## config.mk

```make
export PLATFORM = sky130hd
export DESIGN_NAME = cache_axi_tx
export DESIGN_NICKNAME = d
export VERILOG_FILES = /design/src/hdl/cache_axi_pkg.sv /design/src/hdl/tag_fifo.sv /design/src/hdl/word_packer.sv /design/src/hdl/beat_counter.sv /design/src/hdl/write_data_ctrl.sv /design/src/hdl/cache_axi_tx.sv
export SDC_FILE = /design/constraint.sdc
export NUM_CORES = 1
export LEC_CHECK = 0
export BUFFER_PORTS_ARGS = -buffer_cell sky130_fd_sc_hd__buf_4
export CAP_MARGIN = 20
export CORE_AREA = 2 2 109 111
export DETAILED_ROUTE_END_ITERATION = 10
export DIE_AREA = 0 0 111 113
export PLACE_DENSITY_LB_ADDON = 0.1
export SETUP_SLACK_MARGIN = 0.02
export SLEW_MARGIN = 10
export SYNTH_ARGS = -nofsm -noshare
export SYNTH_HDL_FRONTEND = slang
export SYNTH_HIERARCHICAL = 1
export SYNTH_SLANG_ARGS = --single-unit
```

## constraint.sdc

```tcl
create_clock -name clk_i -period 4.8 [get_ports clk_i]
set_input_delay 0.72 -clock clk_i [delete_from_list [all_inputs] [get_ports clk_i]]
set_output_delay 0.72 -clock clk_i [all_outputs]
set_load 0.02 [all_outputs]
```

## src/hdl/cache_axi_pkg.sv

```systemverilog
/*
  Shared sizes and AXI field values for the cache write path.
  NUM_CACHE must equal 2**CACHE_ID_W, and the tag FIFO depth should be a
  power of two. The AXI id is fixed at zero, and one beat is 8 bytes.
*/
package cache_axi_pkg;

  // caches and DMA words
  localparam int NUM_CACHE   = 2;
  localparam int CACHE_ID_W  = 1;
  localparam int ADDR_W      = 32;
  localparam int DATA_W      = 32;
  localparam int STRB_W      = DATA_W / 8;
  localparam int BLOCK_WORDS = 8;

  // AXI beat shape
  localparam int AXI_ID_W    = 1;
  localparam int AXI_DATA_W  = 64;
  localparam int AXI_STRB_W  = AXI_DATA_W / 8;
  localparam int PACK_RATIO  = AXI_DATA_W / DATA_W;
  localparam int BURST_LEN   = 4;

  localparam int TAG_FIFO_DEPTH = 4;

  // counter and pointer widths
  localparam int WORD_CNT_W  = $clog2(BLOCK_WORDS);
  localparam int BURST_CNT_W = $clog2(BURST_LEN);
  localparam int TAG_PTR_W   = $clog2(TAG_FIFO_DEPTH);
  localparam int TAG_CNT_W   = $clog2(TAG_FIFO_DEPTH + 1);

  // constant AW fields
  localparam logic [7:0] AW_LEN_VAL    = 8'(BURST_LEN - 1);
  localparam logic [2:0] AW_SIZE_VAL   = 3'd3;
  localparam logic [1:0] AW_BURST_INCR = 2'b01;
  // device, non-bufferable
  localparam logic [3:0] AW_CACHE_VAL  = 4'b0000;
  // data, secure, unprivileged
  localparam logic [2:0] AW_PROT_VAL   = 3'b000;

  // one entry per accepted address, drained in order
  typedef struct packed {
    logic [CACHE_ID_W-1:0]  cache_id;
    logic [BLOCK_WORDS-1:0] mask;
  } tag_entry_t;

  typedef enum logic {
    ST_IDLE,
    ST_STREAM
  } ctrl_state_t;

endpackage

```

## src/hdl/tag_fifo.sv

```systemverilog
/*
  Tag FIFO between the address and data channels.
  Push while full or pop while empty is illegal and is not guarded here.
  A push shows up on valid_o in the next cycle.
*/
`timescale 1ns/10ps

module tag_fifo (
  input  logic                      clk_i,
  input  logic                      reset_i,
  input  logic                      push_i,
  input  cache_axi_pkg::tag_entry_t entry_i,
  output logic                      full_o,
  output logic                      valid_o,
  input  logic                      pop_i,
  output cache_axi_pkg::tag_entry_t entry_o
);
  import cache_axi_pkg::*;

  tag_entry_t           mem_r [TAG_FIFO_DEPTH];
  logic [TAG_PTR_W-1:0] wr_ptr_r;
  logic [TAG_PTR_W-1:0] rd_ptr_r;
  logic [TAG_CNT_W-1:0] count_r;

  function automatic logic [TAG_PTR_W-1:0] next_ptr(input logic [TAG_PTR_W-1:0] ptr);
    if (ptr == TAG_PTR_W'(TAG_FIFO_DEPTH - 1)) begin
      return '0;
    end
    return ptr + 1'b1;
  endfunction

  assign full_o  = (count_r == TAG_CNT_W'(TAG_FIFO_DEPTH));
  assign valid_o = (count_r != '0);
  assign entry_o = mem_r[rd_ptr_r];

  // storage
  always_ff @(posedge clk_i) begin
    if (push_i) begin
      mem_r[wr_ptr_r] <= entry_i;
    end
  end

  always_ff @(posedge clk_i) begin
    if (reset_i) begin
      wr_ptr_r <= '0;
      rd_ptr_r <= '0;
      count_r  <= '0;
    end else begin
      if (push_i) begin
        wr_ptr_r <= next_ptr(wr_ptr_r);
      end
      if (pop_i) begin
        rd_ptr_r <= next_ptr(rd_ptr_r);
      end
      // occupancy holds on simultaneous push and pop
      case ({push_i, pop_i})
        2'b10:   count_r <= count_r + 1'b1;
        2'b01:   count_r <= count_r - 1'b1;
        default: count_r <= count_r;
      endcase
    end
  end

endmodule

```

## src/hdl/word_packer.sv

```systemverilog
/*
  Serial-in parallel-out packer for PACK_RATIO elements of elem_t.
  Element 0 lands in the low slot. The full beat is held until yumi_i,
  and no element is taken in the cycle the beat drains.
*/
`timescale 1ns/10ps

module word_packer #(
  parameter type elem_t = logic [31:0]
) (
  input  logic                                    clk_i,
  input  logic                                    reset_i,
  input  logic                                    valid_i,
  input  elem_t                                   elem_i,
  output logic                                    ready_o,
  output logic                                    valid_o,
  output elem_t [cache_axi_pkg::PACK_RATIO-1:0]   beat_o,
  input  logic                                    yumi_i
);
  import cache_axi_pkg::*;

  localparam int FILL_W = $clog2(PACK_RATIO + 1);

  elem_t [PACK_RATIO-1:0] beat_r;
  logic  [FILL_W-1:0]     fill_r;
  logic                   full;
  logic                   accept;

  assign full    = (fill_r == FILL_W'(PACK_RATIO));
  assign ready_o = ~full;
  assign valid_o = full;
  assign beat_o  = beat_r;
  assign accept  = valid_i & ~full;

  // new element enters at the top and moves down
  always_ff @(posedge clk_i) begin
    if (accept) begin
      for (int i = 0; i < PACK_RATIO - 1; i++) begin
        beat_r[i] <= beat_r[i+1];
      end
      beat_r[PACK_RATIO-1] <= elem_i;
    end
  end

  always_ff @(posedge clk_i) begin
    if (reset_i) begin
      fill_r <= '0;
    end else if (full && yumi_i) begin
      fill_r <= '0;
    end else if (accept) begin
      fill_r <= fill_r + 1'b1;
    end
  end

endmodule

```

## src/hdl/beat_counter.sv

```systemverilog
/*
  Up-counter that wraps to zero after MAX_VAL.
  The caller owns the terminal compare; there is no clear input.
*/
`timescale 1ns/10ps

module beat_counter #(
  parameter int MAX_VAL = 3
) (
  input  logic                           clk_i,
  input  logic                           reset_i,
  input  logic                           up_i,
  output logic [$clog2(MAX_VAL+1)-1:0]   count_o
);

  localparam int CNT_W = $clog2(MAX_VAL + 1);

  logic [CNT_W-1:0] count_r;

  assign count_o = count_r;

  always_ff @(posedge clk_i) begin
    if (reset_i) begin
      count_r <= '0;
    end else if (up_i) begin
      // wrap on the terminal value
      if (count_r == CNT_W'(MAX_VAL)) begin
        count_r <= '0;
      end else begin
        count_r <= count_r + 1'b1;
      end
    end
  end

endmodule

```

## src/hdl/write_data_ctrl.sv

```systemverilog
/*
  Drains one cache block per tag entry into the packers.
  An entry takes one idle cycle to latch, then BLOCK_WORDS word pops.
  Only the cache named by the latched entry gets a DMA yumi.
*/
`timescale 1ns/10ps

module write_data_ctrl (
  input  logic                                                          clk_i,
  input  logic                                                          reset_i,
  input  logic                                                          tag_valid_i,
  input  cache_axi_pkg::tag_entry_t                                     tag_entry_i,
  output logic                                                          tag_pop_o,
  input  logic [cache_axi_pkg::NUM_CACHE-1:0]                           dma_data_v_i,
  input  logic [cache_axi_pkg::NUM_CACHE-1:0][cache_axi_pkg::DATA_W-1:0] dma_data_i,
  output logic [cache_axi_pkg::NUM_CACHE-1:0]                           dma_data_yumi_o,
  input  logic                                                          pack_ready_i,
  output logic                                                          pack_valid_o,
  output logic [cache_axi_pkg::DATA_W-1:0]                              pack_data_o,
  output logic [cache_axi_pkg::STRB_W-1:0]                              pack_strb_o
);
  import cache_axi_pkg::*;

  ctrl_state_t           state_r;
  tag_entry_t            entry_r;
  logic [WORD_CNT_W-1:0] word_count;
  logic [NUM_CACHE-1:0]  cache_sel;
  logic                  streaming;
  logic                  word_pop;
  logic                  last_word;

  assign streaming = (state_r == ST_STREAM);
  assign cache_sel = NUM_CACHE'(1) << entry_r.cache_id;

  // selected cache feeds the packers
  assign pack_valid_o    = streaming & dma_data_v_i[entry_r.cache_id];
  assign word_pop        = pack_valid_o & pack_ready_i;
  assign dma_data_yumi_o = cache_sel & {NUM_CACHE{word_pop}};
  assign pack_data_o     = dma_data_i[entry_r.cache_id];

  // one mask bit covers the four bytes of a word
  assign pack_strb_o = {STRB_W{entry_r.mask[word_count]}};

  assign last_word = (word_count == WORD_CNT_W'(BLOCK_WORDS - 1));
  assign tag_pop_o = word_pop & last_word;

  beat_counter #(
    .MAX_VAL(BLOCK_WORDS - 1)
  ) word_counter (
    .clk_i  (clk_i),
    .reset_i(reset_i),
    .up_i   (word_pop),
    .count_o(word_count)
  );

  always_ff @(posedge clk_i) begin
    if (reset_i) begin
      state_r <= ST_IDLE;
    end else begin
      case (state_r)
        ST_IDLE: begin
          if (tag_valid_i) begin
            state_r <= ST_STREAM;
          end
        end
        ST_STREAM: begin
          // last pop retires the entry
          if (tag_pop_o) begin
            state_r <= ST_IDLE;
          end
        end
        default: state_r <= ST_IDLE;
      endcase
    end
  end

  // head entry stays in the FIFO until its last word
  always_ff @(posedge clk_i) begin
    if (state_r == ST_IDLE && tag_valid_i) begin
      entry_r <= tag_entry_i;
    end
  end

endmodule

```

## src/hdl/cache_axi_tx.sv

```systemverilog
/*
  Write path from blocking caches to one AXI4 write port.
  Requests must hold steady until yumi_o. Data leaves in address order.
  Read channels are absent, awid is zero and write responses are dropped.
  Up to TAG_FIFO_DEPTH addresses may run ahead of their data.
*/
`timescale 1ns/10ps

module cache_axi_tx (
  input  logic                                                           clk_i,
  input  logic                                                           reset_i,
  input  logic                                                           v_i,
  output logic                                                           yumi_o,
  input  logic [cache_axi_pkg::CACHE_ID_W-1:0]                           cache_id_i,
  input  logic [cache_axi_pkg::ADDR_W-1:0]                               addr_i,
  input  logic [cache_axi_pkg::BLOCK_WORDS-1:0]                          mask_i,
  input  logic                                                           fence_i,
  input  logic [cache_axi_pkg::NUM_CACHE-1:0][cache_axi_pkg::DATA_W-1:0] dma_data_i,
  input  logic [cache_axi_pkg::NUM_CACHE-1:0]                            dma_data_v_i,
  output logic [cache_axi_pkg::NUM_CACHE-1:0]                            dma_data_yumi_o,
  output logic [cache_axi_pkg::AXI_ID_W-1:0]                             awid_o,
  output logic [cache_axi_pkg::ADDR_W-1:0]                               awaddr_o,
  output logic [cache_axi_pkg::CACHE_ID_W-1:0]                           awcache_id_o,
  output logic [7:0]                                                     awlen_o,
  output logic [2:0]                                                     awsize_o,
  output logic [1:0]                                                     awburst_o,
  output logic [3:0]                                                     awcache_o,
  output logic [2:0]                                                     awprot_o,
  output logic                                                           awlock_o,
  output logic                                                           awvalid_o,
  input  logic                                                           awready_i,
  output logic [cache_axi_pkg::AXI_DATA_W-1:0]                           wdata_o,
  output logic [cache_axi_pkg::AXI_STRB_W-1:0]                           wstrb_o,
  output logic                                                           wlast_o,
  output logic                                                           wvalid_o,
  input  logic                                                           wready_i,
  input  logic [cache_axi_pkg::AXI_ID_W-1:0]                             bid_i,
  input  logic [1:0]                                                     bresp_i,
  input  logic                                                           bvalid_i,
  output logic                                                           bready_o
);
  import cache_axi_pkg::*;

  logic                                tag_full;
  logic                                tag_valid;
  logic                                tag_pop;
  tag_entry_t                          tag_push_entry;
  tag_entry_t                          tag_head;
  logic                                aw_fire;
  logic                                w_fire;
  logic                                pack_valid;
  logic                                pack_ready;
  logic [DATA_W-1:0]                   pack_data;
  logic [STRB_W-1:0]                   pack_strb;
  logic [PACK_RATIO-1:0][DATA_W-1:0]   data_beat;
  logic [PACK_RATIO-1:0][STRB_W-1:0]   strb_beat;
  logic [BURST_CNT_W-1:0]              burst_count;

  // address channel, held back by a full FIFO or a fence
  assign awvalid_o = v_i & ~tag_full & ~fence_i;
  assign aw_fire   = awvalid_o & awready_i;
  assign yumi_o    = aw_fire;

  assign awid_o       = '0;
  assign awaddr_o     = addr_i;
  assign awcache_id_o = cache_id_i;
  assign awlen_o      = AW_LEN_VAL;
  assign awsize_o     = AW_SIZE_VAL;
  assign awburst_o    = AW_BURST_INCR;
  assign awcache_o    = AW_CACHE_VAL;
  assign awprot_o     = AW_PROT_VAL;
  assign awlock_o     = 1'b0;

  assign tag_push_entry.cache_id = cache_id_i;
  assign tag_push_entry.mask     = mask_i;

  tag_fifo tag_fifo_inst (
    .clk_i  (clk_i),
    .reset_i(reset_i),
    .push_i (aw_fire),
    .entry_i(tag_push_entry),
    .full_o (tag_full),
    .valid_o(tag_valid),
    .pop_i  (tag_pop),
    .entry_o(tag_head)
  );

  write_data_ctrl write_data_ctrl_inst (
    .clk_i          (clk_i),
    .reset_i        (reset_i),
    .tag_valid_i    (tag_valid),
    .tag_entry_i    (tag_head),
    .tag_pop_o      (tag_pop),
    .dma_data_v_i   (dma_data_v_i),
    .dma_data_i     (dma_data_i),
    .dma_data_yumi_o(dma_data_yumi_o),
    .pack_ready_i   (pack_ready),
    .pack_valid_o   (pack_valid),
    .pack_data_o    (pack_data),
    .pack_strb_o    (pack_strb)
  );

  word_packer #(
    .elem_t(logic [DATA_W-1:0])
  ) data_packer (
    .clk_i  (clk_i),
    .reset_i(reset_i),
    .valid_i(pack_valid),
    .elem_i (pack_data),
    .ready_o(pack_ready),
    .valid_o(wvalid_o),
    .beat_o (data_beat),
    .yumi_i (w_fire)
  );

  // fills in lockstep with the data packer
  word_packer #(
    .elem_t(logic [STRB_W-1:0])
  ) strb_packer (
    .clk_i  (clk_i),
    .reset_i(reset_i),
    .valid_i(pack_valid),
    .elem_i (pack_strb),
    .ready_o(),
    .valid_o(),
    .beat_o (strb_beat),
    .yumi_i (w_fire)
  );

  assign wdata_o = data_beat;
  assign wstrb_o = strb_beat;
  assign w_fire  = wvalid_o & wready_i;

  beat_counter #(
    .MAX_VAL(BURST_LEN - 1)
  ) burst_counter (
    .clk_i  (clk_i),
    .reset_i(reset_i),
    .up_i   (w_fire),
    .count_o(burst_count)
  );

  assign wlast_o = wvalid_o & (burst_count == BURST_CNT_W'(BURST_LEN - 1));

  // responses are accepted and ignored, so bid, bresp and bvalid go nowhere
  assign bready_o = 1'b1;

endmodule

```

Word-level counts from Yosys, hierarchy flattened
Memory sizes are Yosys's and may differ from the RTL's. A register that Yosys moved wholly into a read port is not among the register bits.
Cells that the tools add are included.
{ "word_totals": {"ff_bits": 83, "mem_bits_rw": 36, "in_bits": 117, "n_memories": 1} }
{ "classes": {"n_addsub": 8, "magnitude_cmp": 2, "eq_ne": 9, "n_shift": 1, "n_mux": 24, "bitwise": 15, "reduce_logical": 7} }
{ "memory_table": {"columns": ["memory", "words", "word_bits", "read_ports", "rd_ports_with_merged_regs", "write_ports", "line", "rtl"], "rows": [
  ["tag_fifo_inst.mem_r", 4, 9, 1, 1, 1, "tag_fifo.sv:20", "tag_entry_t mem_r [TAG_FIFO_DEPTH];"]
]} }
{ "op_table": {"columns": ["op", "n"], "rows": [
  ["32-bit 2-to-1 mux", 2],
  ["1-bit 2-to-1 mux", 13],
  ["2-bit equality test, second input constant", 6],
  ["2-bit by 1-bit adder with 2-bit output, second input constant", 5],
  ["2-bit 2-to-1 mux", 5],
  ["1-bit bitwise AND", 9],
  ["3-bit by 1-bit adder with 3-bit output, second input constant", 2],
  ["3-bit equality test, second input constant", 2],
  ["3-bit case mux with 2 select lines", 1],
  ["1-bit inverter", 5],
  ["3-bit by 4-bit less-than comparator with 1-bit output, second input constant", 1],
  ["2-bit OR reduction", 2],
  ["1-bit binary-select mux with 3-bit select", 1],
  ["1-bit logical AND", 3],
  ["3-bit 2-to-1 mux", 1],
  ["3-bit nonzero test", 1],
  ["3-bit by 1-bit subtractor with 3-bit output, second input constant", 1],
  ["2-bit bitwise AND", 1],
  ["2-bit by 1-bit equality test with 1-bit output, second input constant", 1],
  ["1-bit by 2-bit less-than comparator with 1-bit output, second input constant", 1],
  ["1-bit case mux with 2 select lines", 1],
  ["2-bit nonzero test", 1],
  ["1-bit by 1-bit left shift with 2-bit output, first input constant", 1]
]} }

Logic depth before layout (Yosys ltp)
{ "logic_depth": {"depth_word": 8, "ltp_mapped": 10} }

By module
Netlist, hierarchy kept.
{ "modules_own_cells": {"columns": ["mod", "n_inst", "cells_per_inst", "area_per_inst_um2"], "rows": [
  ["word_packer at data_packer", 1, 76, 2044.5],
  ["tag_fifo", 1, 90, 1737.9],
  ["write_data_ctrl", 1, 63, 817.0],
  ["cache_axi_tx", 1, 62, 460.4],
  ["word_packer at strb_packer", 1, 20, 362.8],
  ["beat_counter at write_data_ctrl_inst.word_counter", 1, 13, 141.4],
  ["beat_counter at burst_counter", 1, 8, 86.3]
]} }

Least setup slack after synthesis
Ideal clock, no wire load.
{ "synth_path": {"path_kind": "in2reg", "startpoint": "input port dma_data_v_i[1] in the netlist's numbering", "endpoint": "register data_packer.beat_r, in the netlist data_packer/beat_o[0], enable pin", "t_arrival_ps": 2057, "required_time_ps": 4397, "slack_ps": 2340, "cell_stages": 3, "n_path_buf": 0, "cell_sequence": "mux2i_1 nor2b_1 nor2b_4"} }
{ "synth_via": {"elab_chain_len": 4} }
{ "synth_rtl": {"columns": ["item", "line", "rtl"], "rows": [
  ["start, declared", "cache_axi_tx.sv:19", "input logic [cache_axi_pkg::NUM_CACHE-1:0] dma_data_v_i,"],
  ["1-bit 2-to-1 mux (implied by the code) (2 in a row)", "write_data_ctrl.sv:36", "assign pack_valid_o = streaming & dma_data_v_i[entry_r.cache_id];"],
  ["1-bit bitwise AND", "write_data_ctrl.sv:36", null],
  ["net pack_valid", "cache_axi_tx.sv:51", "logic pack_valid;"],
  ["1-bit bitwise AND", "word_packer.sv:33", "assign accept = valid_i & ~full;"],
  ["net data_packer.accept", "word_packer.sv:27", "logic accept;"],
  ["end signal, assigned by index", "word_packer.sv:39", "beat_r[i] <= beat_r[i+1];"],
  ["end signal, assigned by index", "word_packer.sv:41", "beat_r[PACK_RATIO-1] <= elem_i;"],
  ["end, declared", "word_packer.sv:24", "elem_t [PACK_RATIO-1:0] beat_r;"]
]} }
The timed path passes the listed nets, and every way through them passes these cells. The select of a mux whose other input is x is not followed.
A chain may end at the register's enable or synchronous reset.

Worst setup path after layout
{ "layout_path": {"startpoint": "register write_data_ctrl_inst/entry_r[8] (netlist name)", "endpoint": "output port dma_data_yumi_o[1] in the netlist's numbering"} }
{ "layout_via": {"elab_chain_len": 5} }
{ "layout_rtl": {"columns": ["item", "line", "rtl"], "rows": [
  ["1-bit 2-to-1 mux (implied by the code) (2 in a row)", "write_data_ctrl.sv:36", null],
  ["1-bit bitwise AND", "write_data_ctrl.sv:36", null],
  ["1-bit bitwise AND", "write_data_ctrl.sv:37", "assign word_pop = pack_valid_o & pack_ready_i;"],
  ["net write_data_ctrl_inst.word_pop", "write_data_ctrl.sv:29", "logic word_pop;"],
  ["2-bit bitwise AND", "write_data_ctrl.sv:38", "assign dma_data_yumi_o = cache_sel & {NUM_CACHE{word_pop}};"],
  ["end, declared", "cache_axi_tx.sv:20", "output logic [cache_axi_pkg::NUM_CACHE-1:0] dma_data_yumi_o,"]
]} }
The timed path passes the listed nets, and every way through them passes these cells. The select of a mux whose other input is x is not followed.

==> impl_metrics.csv <==
group,metric,value,unit
place,hpwl,7.17,mm
timing,finClkSkew,0.00630,ns
clock_network,numCtsBuffers,17,
detailed_routing,drt-pass1-iter-count,4,
timing,rsz0062_at_grt,"no",
worst_setup_path,worstPathMaxFanout,35,
floorplanning,row_count,39,
place,dpl_worst_slack,2.11,ns
clock_network,cts_sinks,136,
clock_network,cts_buffer_depth,2,
run,cap_violations,0,
global_routing,grt_pass1_vias,2921,
global_routing,grt_max_degree,58,
worst_setup_path,critical_path.max_stage_delay,0.40,ns
clock_network,clock_latency,0.40,ns
worst_setup_path,crit_path_top_delay_cell,"nor2_1",
detailed_routing,antenna_left,0,
cells_and_area,final_layout_size_suffix_gt1_share,49.6,%
clock_network,ctsHoldBuffers,0,
floorplanning,die_height,113,um
floorplanning,die_w,111,um
worst_setup_path,crit_path_start_kind,"flop",
worst_setup_path,crit_arrival,2.04,ns
cells_and_area,fin_area,7240,um2
timing,slew_violations,0,
cells_and_area,area_growth,28.3,%
clock_network,ctsRootBufferMaster,"clkbuf_16",
detailed_routing,drt-initial-drc-count,81,
timing,tightest_slew,0.821,ns
floorplanning,coreArea,11300,um2
cells_and_area,final_common_cell,"buf_4",
cells_and_area,layout.nets,598,
worst_setup_path,cp_common_cell,"buf_4",
outcome,outcome,"completed",
place,post_dp_cell_area,6630,um2
timing,period_share,57.6,%
clock_network,post_cts_buffers,0,
worst_setup_path,end_kind,"primary output",
yosys,ys_warn_count,6,
global_routing,grt_usage,16.4,%
timing,tns,0,ns
global_routing,overflow,0,
worst_setup_path,worstSetupPathType,"flop to primary output",
timing,relSlewSlack,45.2,%
place,placed_cells,591,
cells_and_area,mostFrequentLayoutCells,"buf_4 (161), edfxtp_1 (117), mux2_2 (33)",
yosys,synth_area,5650,um2
worst_setup_path,required,4.08,ns
global_routing,grt_pass1_wl,15.5,mm
timing,setup_viol_count_final,0,
pwr,power.density,392,nW/um2
place,gp_congestion,0.770,
floorplanning,start_util,50.1,%
cells_and_area,num-fill-cells,812,
pwr,ir_worst_vdd,323,uV
detailed_routing,vias_per_cell,4.78,
detailed_routing,wl,9.87,mm
clock_network,cts_tree,"done",
yosys,synthCells,331,
cells_and_area,stdcell_count,623,
clock_network,htree_levels,4,
yosys,syn_area_per_cell,17.1,um2
min_path,hold_depth,0,
clock_network,ctsResizeCount,0,
clock_network,clkTransAtPathRegs,0.05,ns
timing,fin_ws,2.04,ns
floorplanning,ioPinCount,251,
place,port_buffers,159,
timing,period_needed,2.76,ns
global_routing,antenna_found_initial,0,
floorplanning,die_area,12500,um2
cells_and_area,diodes,0,
worst_setup_path,path_cells,"buf_4 -> mux2i_1 -> nor2_1 -> and2_1 -> buf_4",
timing,clock.fmax,362,MHz
min_path,hp-class,"flop to flop",
timing,finalHoldViolCount,0,
worst_setup_path,r2r_setup_slack,2.15,ns
pwr,p_leak,0.00281,uW
detailed_routing,wl_per_cell,15.8,um
worst_setup_path,reg2regPathDepth,8,
detailed_routing,vias,2976,
detailed_routing,drc,0,
## layout make-up
class                           instances  area, um2  share of cell area [%]
Timing Repair Buffer                  161       1210                    16.7
Sequential cell                       136       3890                    53.7
Clock inverter                         14        181                    2.50
Clock buffer                           18        429                    5.92
Tap cell                              143        179                    2.47
Multi-Input combinational cell        145       1330                    18.4
Inverter                                6       22.5                   0.311
## power breakdown
| group | internal (uW) | switching (uW) |
|---|---|---|
| registers | 1320 | 13.0 |
| clock network | 861 | 451 |
| logic | 97.4 | 100 |
## routing by layer
metal	global-route usage (%)	part of all wire (%)	up-vias
li1	-	-	1423
met1	19.1	40	1401
met2	27.2	51	135
met3	6.53	8.2	17
met4	6.92	1.2	0
met5	0	0	-
## state kept, by name (all words and copies together), names as in the netlist, named ones only
register	flops
tag_fifo_inst/count_r	3
data_packer/fill_r	2
burst_counter/count_o	2
write_data_ctrl_inst/state_r	1
write_data_ctrl_inst/word_counter/count_o	3
tag_fifo_inst/wr_ptr_r	2
tag_fifo_inst/mem_r	36
strb_packer/fill_r	2
tag_fifo_inst/rd_ptr_r	2
data_packer/beat_o	64
write_data_ctrl_inst/entry_r	9
strb_packer/beat_o	8
## per-stage QoR
step	hold WS, ns	util (%)	total power, uW
floorplan	0.455	-	1510
global placement	0.431	58.9	1550
detailed placement	0.434	58.9	1560
CTS	0.447	64.3	2880
global route	0.453	64.3	2950
finish	0.448	64.3	2840
## final timing paths
path	startpoint	endpoint
worst max-delay path	write_data_ctrl_inst/entry_r[8]$_DFFE_PP_	dma_data_yumi_o[1]
worst min-delay path	data_packer/beat_o[51]$_DFFE_PP_	data_packer/beat_o[19]$_DFFE_PP_
worst max register to register	write_data_ctrl_inst/entry_r[8]$_DFFE_PP_	tag_fifo_inst/count_r[2]$_SDFFE_PP0P_
worst min register to register	data_packer/beat_o[51]$_DFFE_PP_	data_packer/beat_o[19]$_DFFE_PP_
## worst max-delay path: cells and delay by family, from the launching register on
family / cells / cell delay [ns]
buffers and inverters: 2 / 0.50
muxes: 1 / 0.22
and+or+nand+nor: 2 / 0.59
DFF: 1 / 0.31
Note: power is estimated with default switching activity, not from simulation.
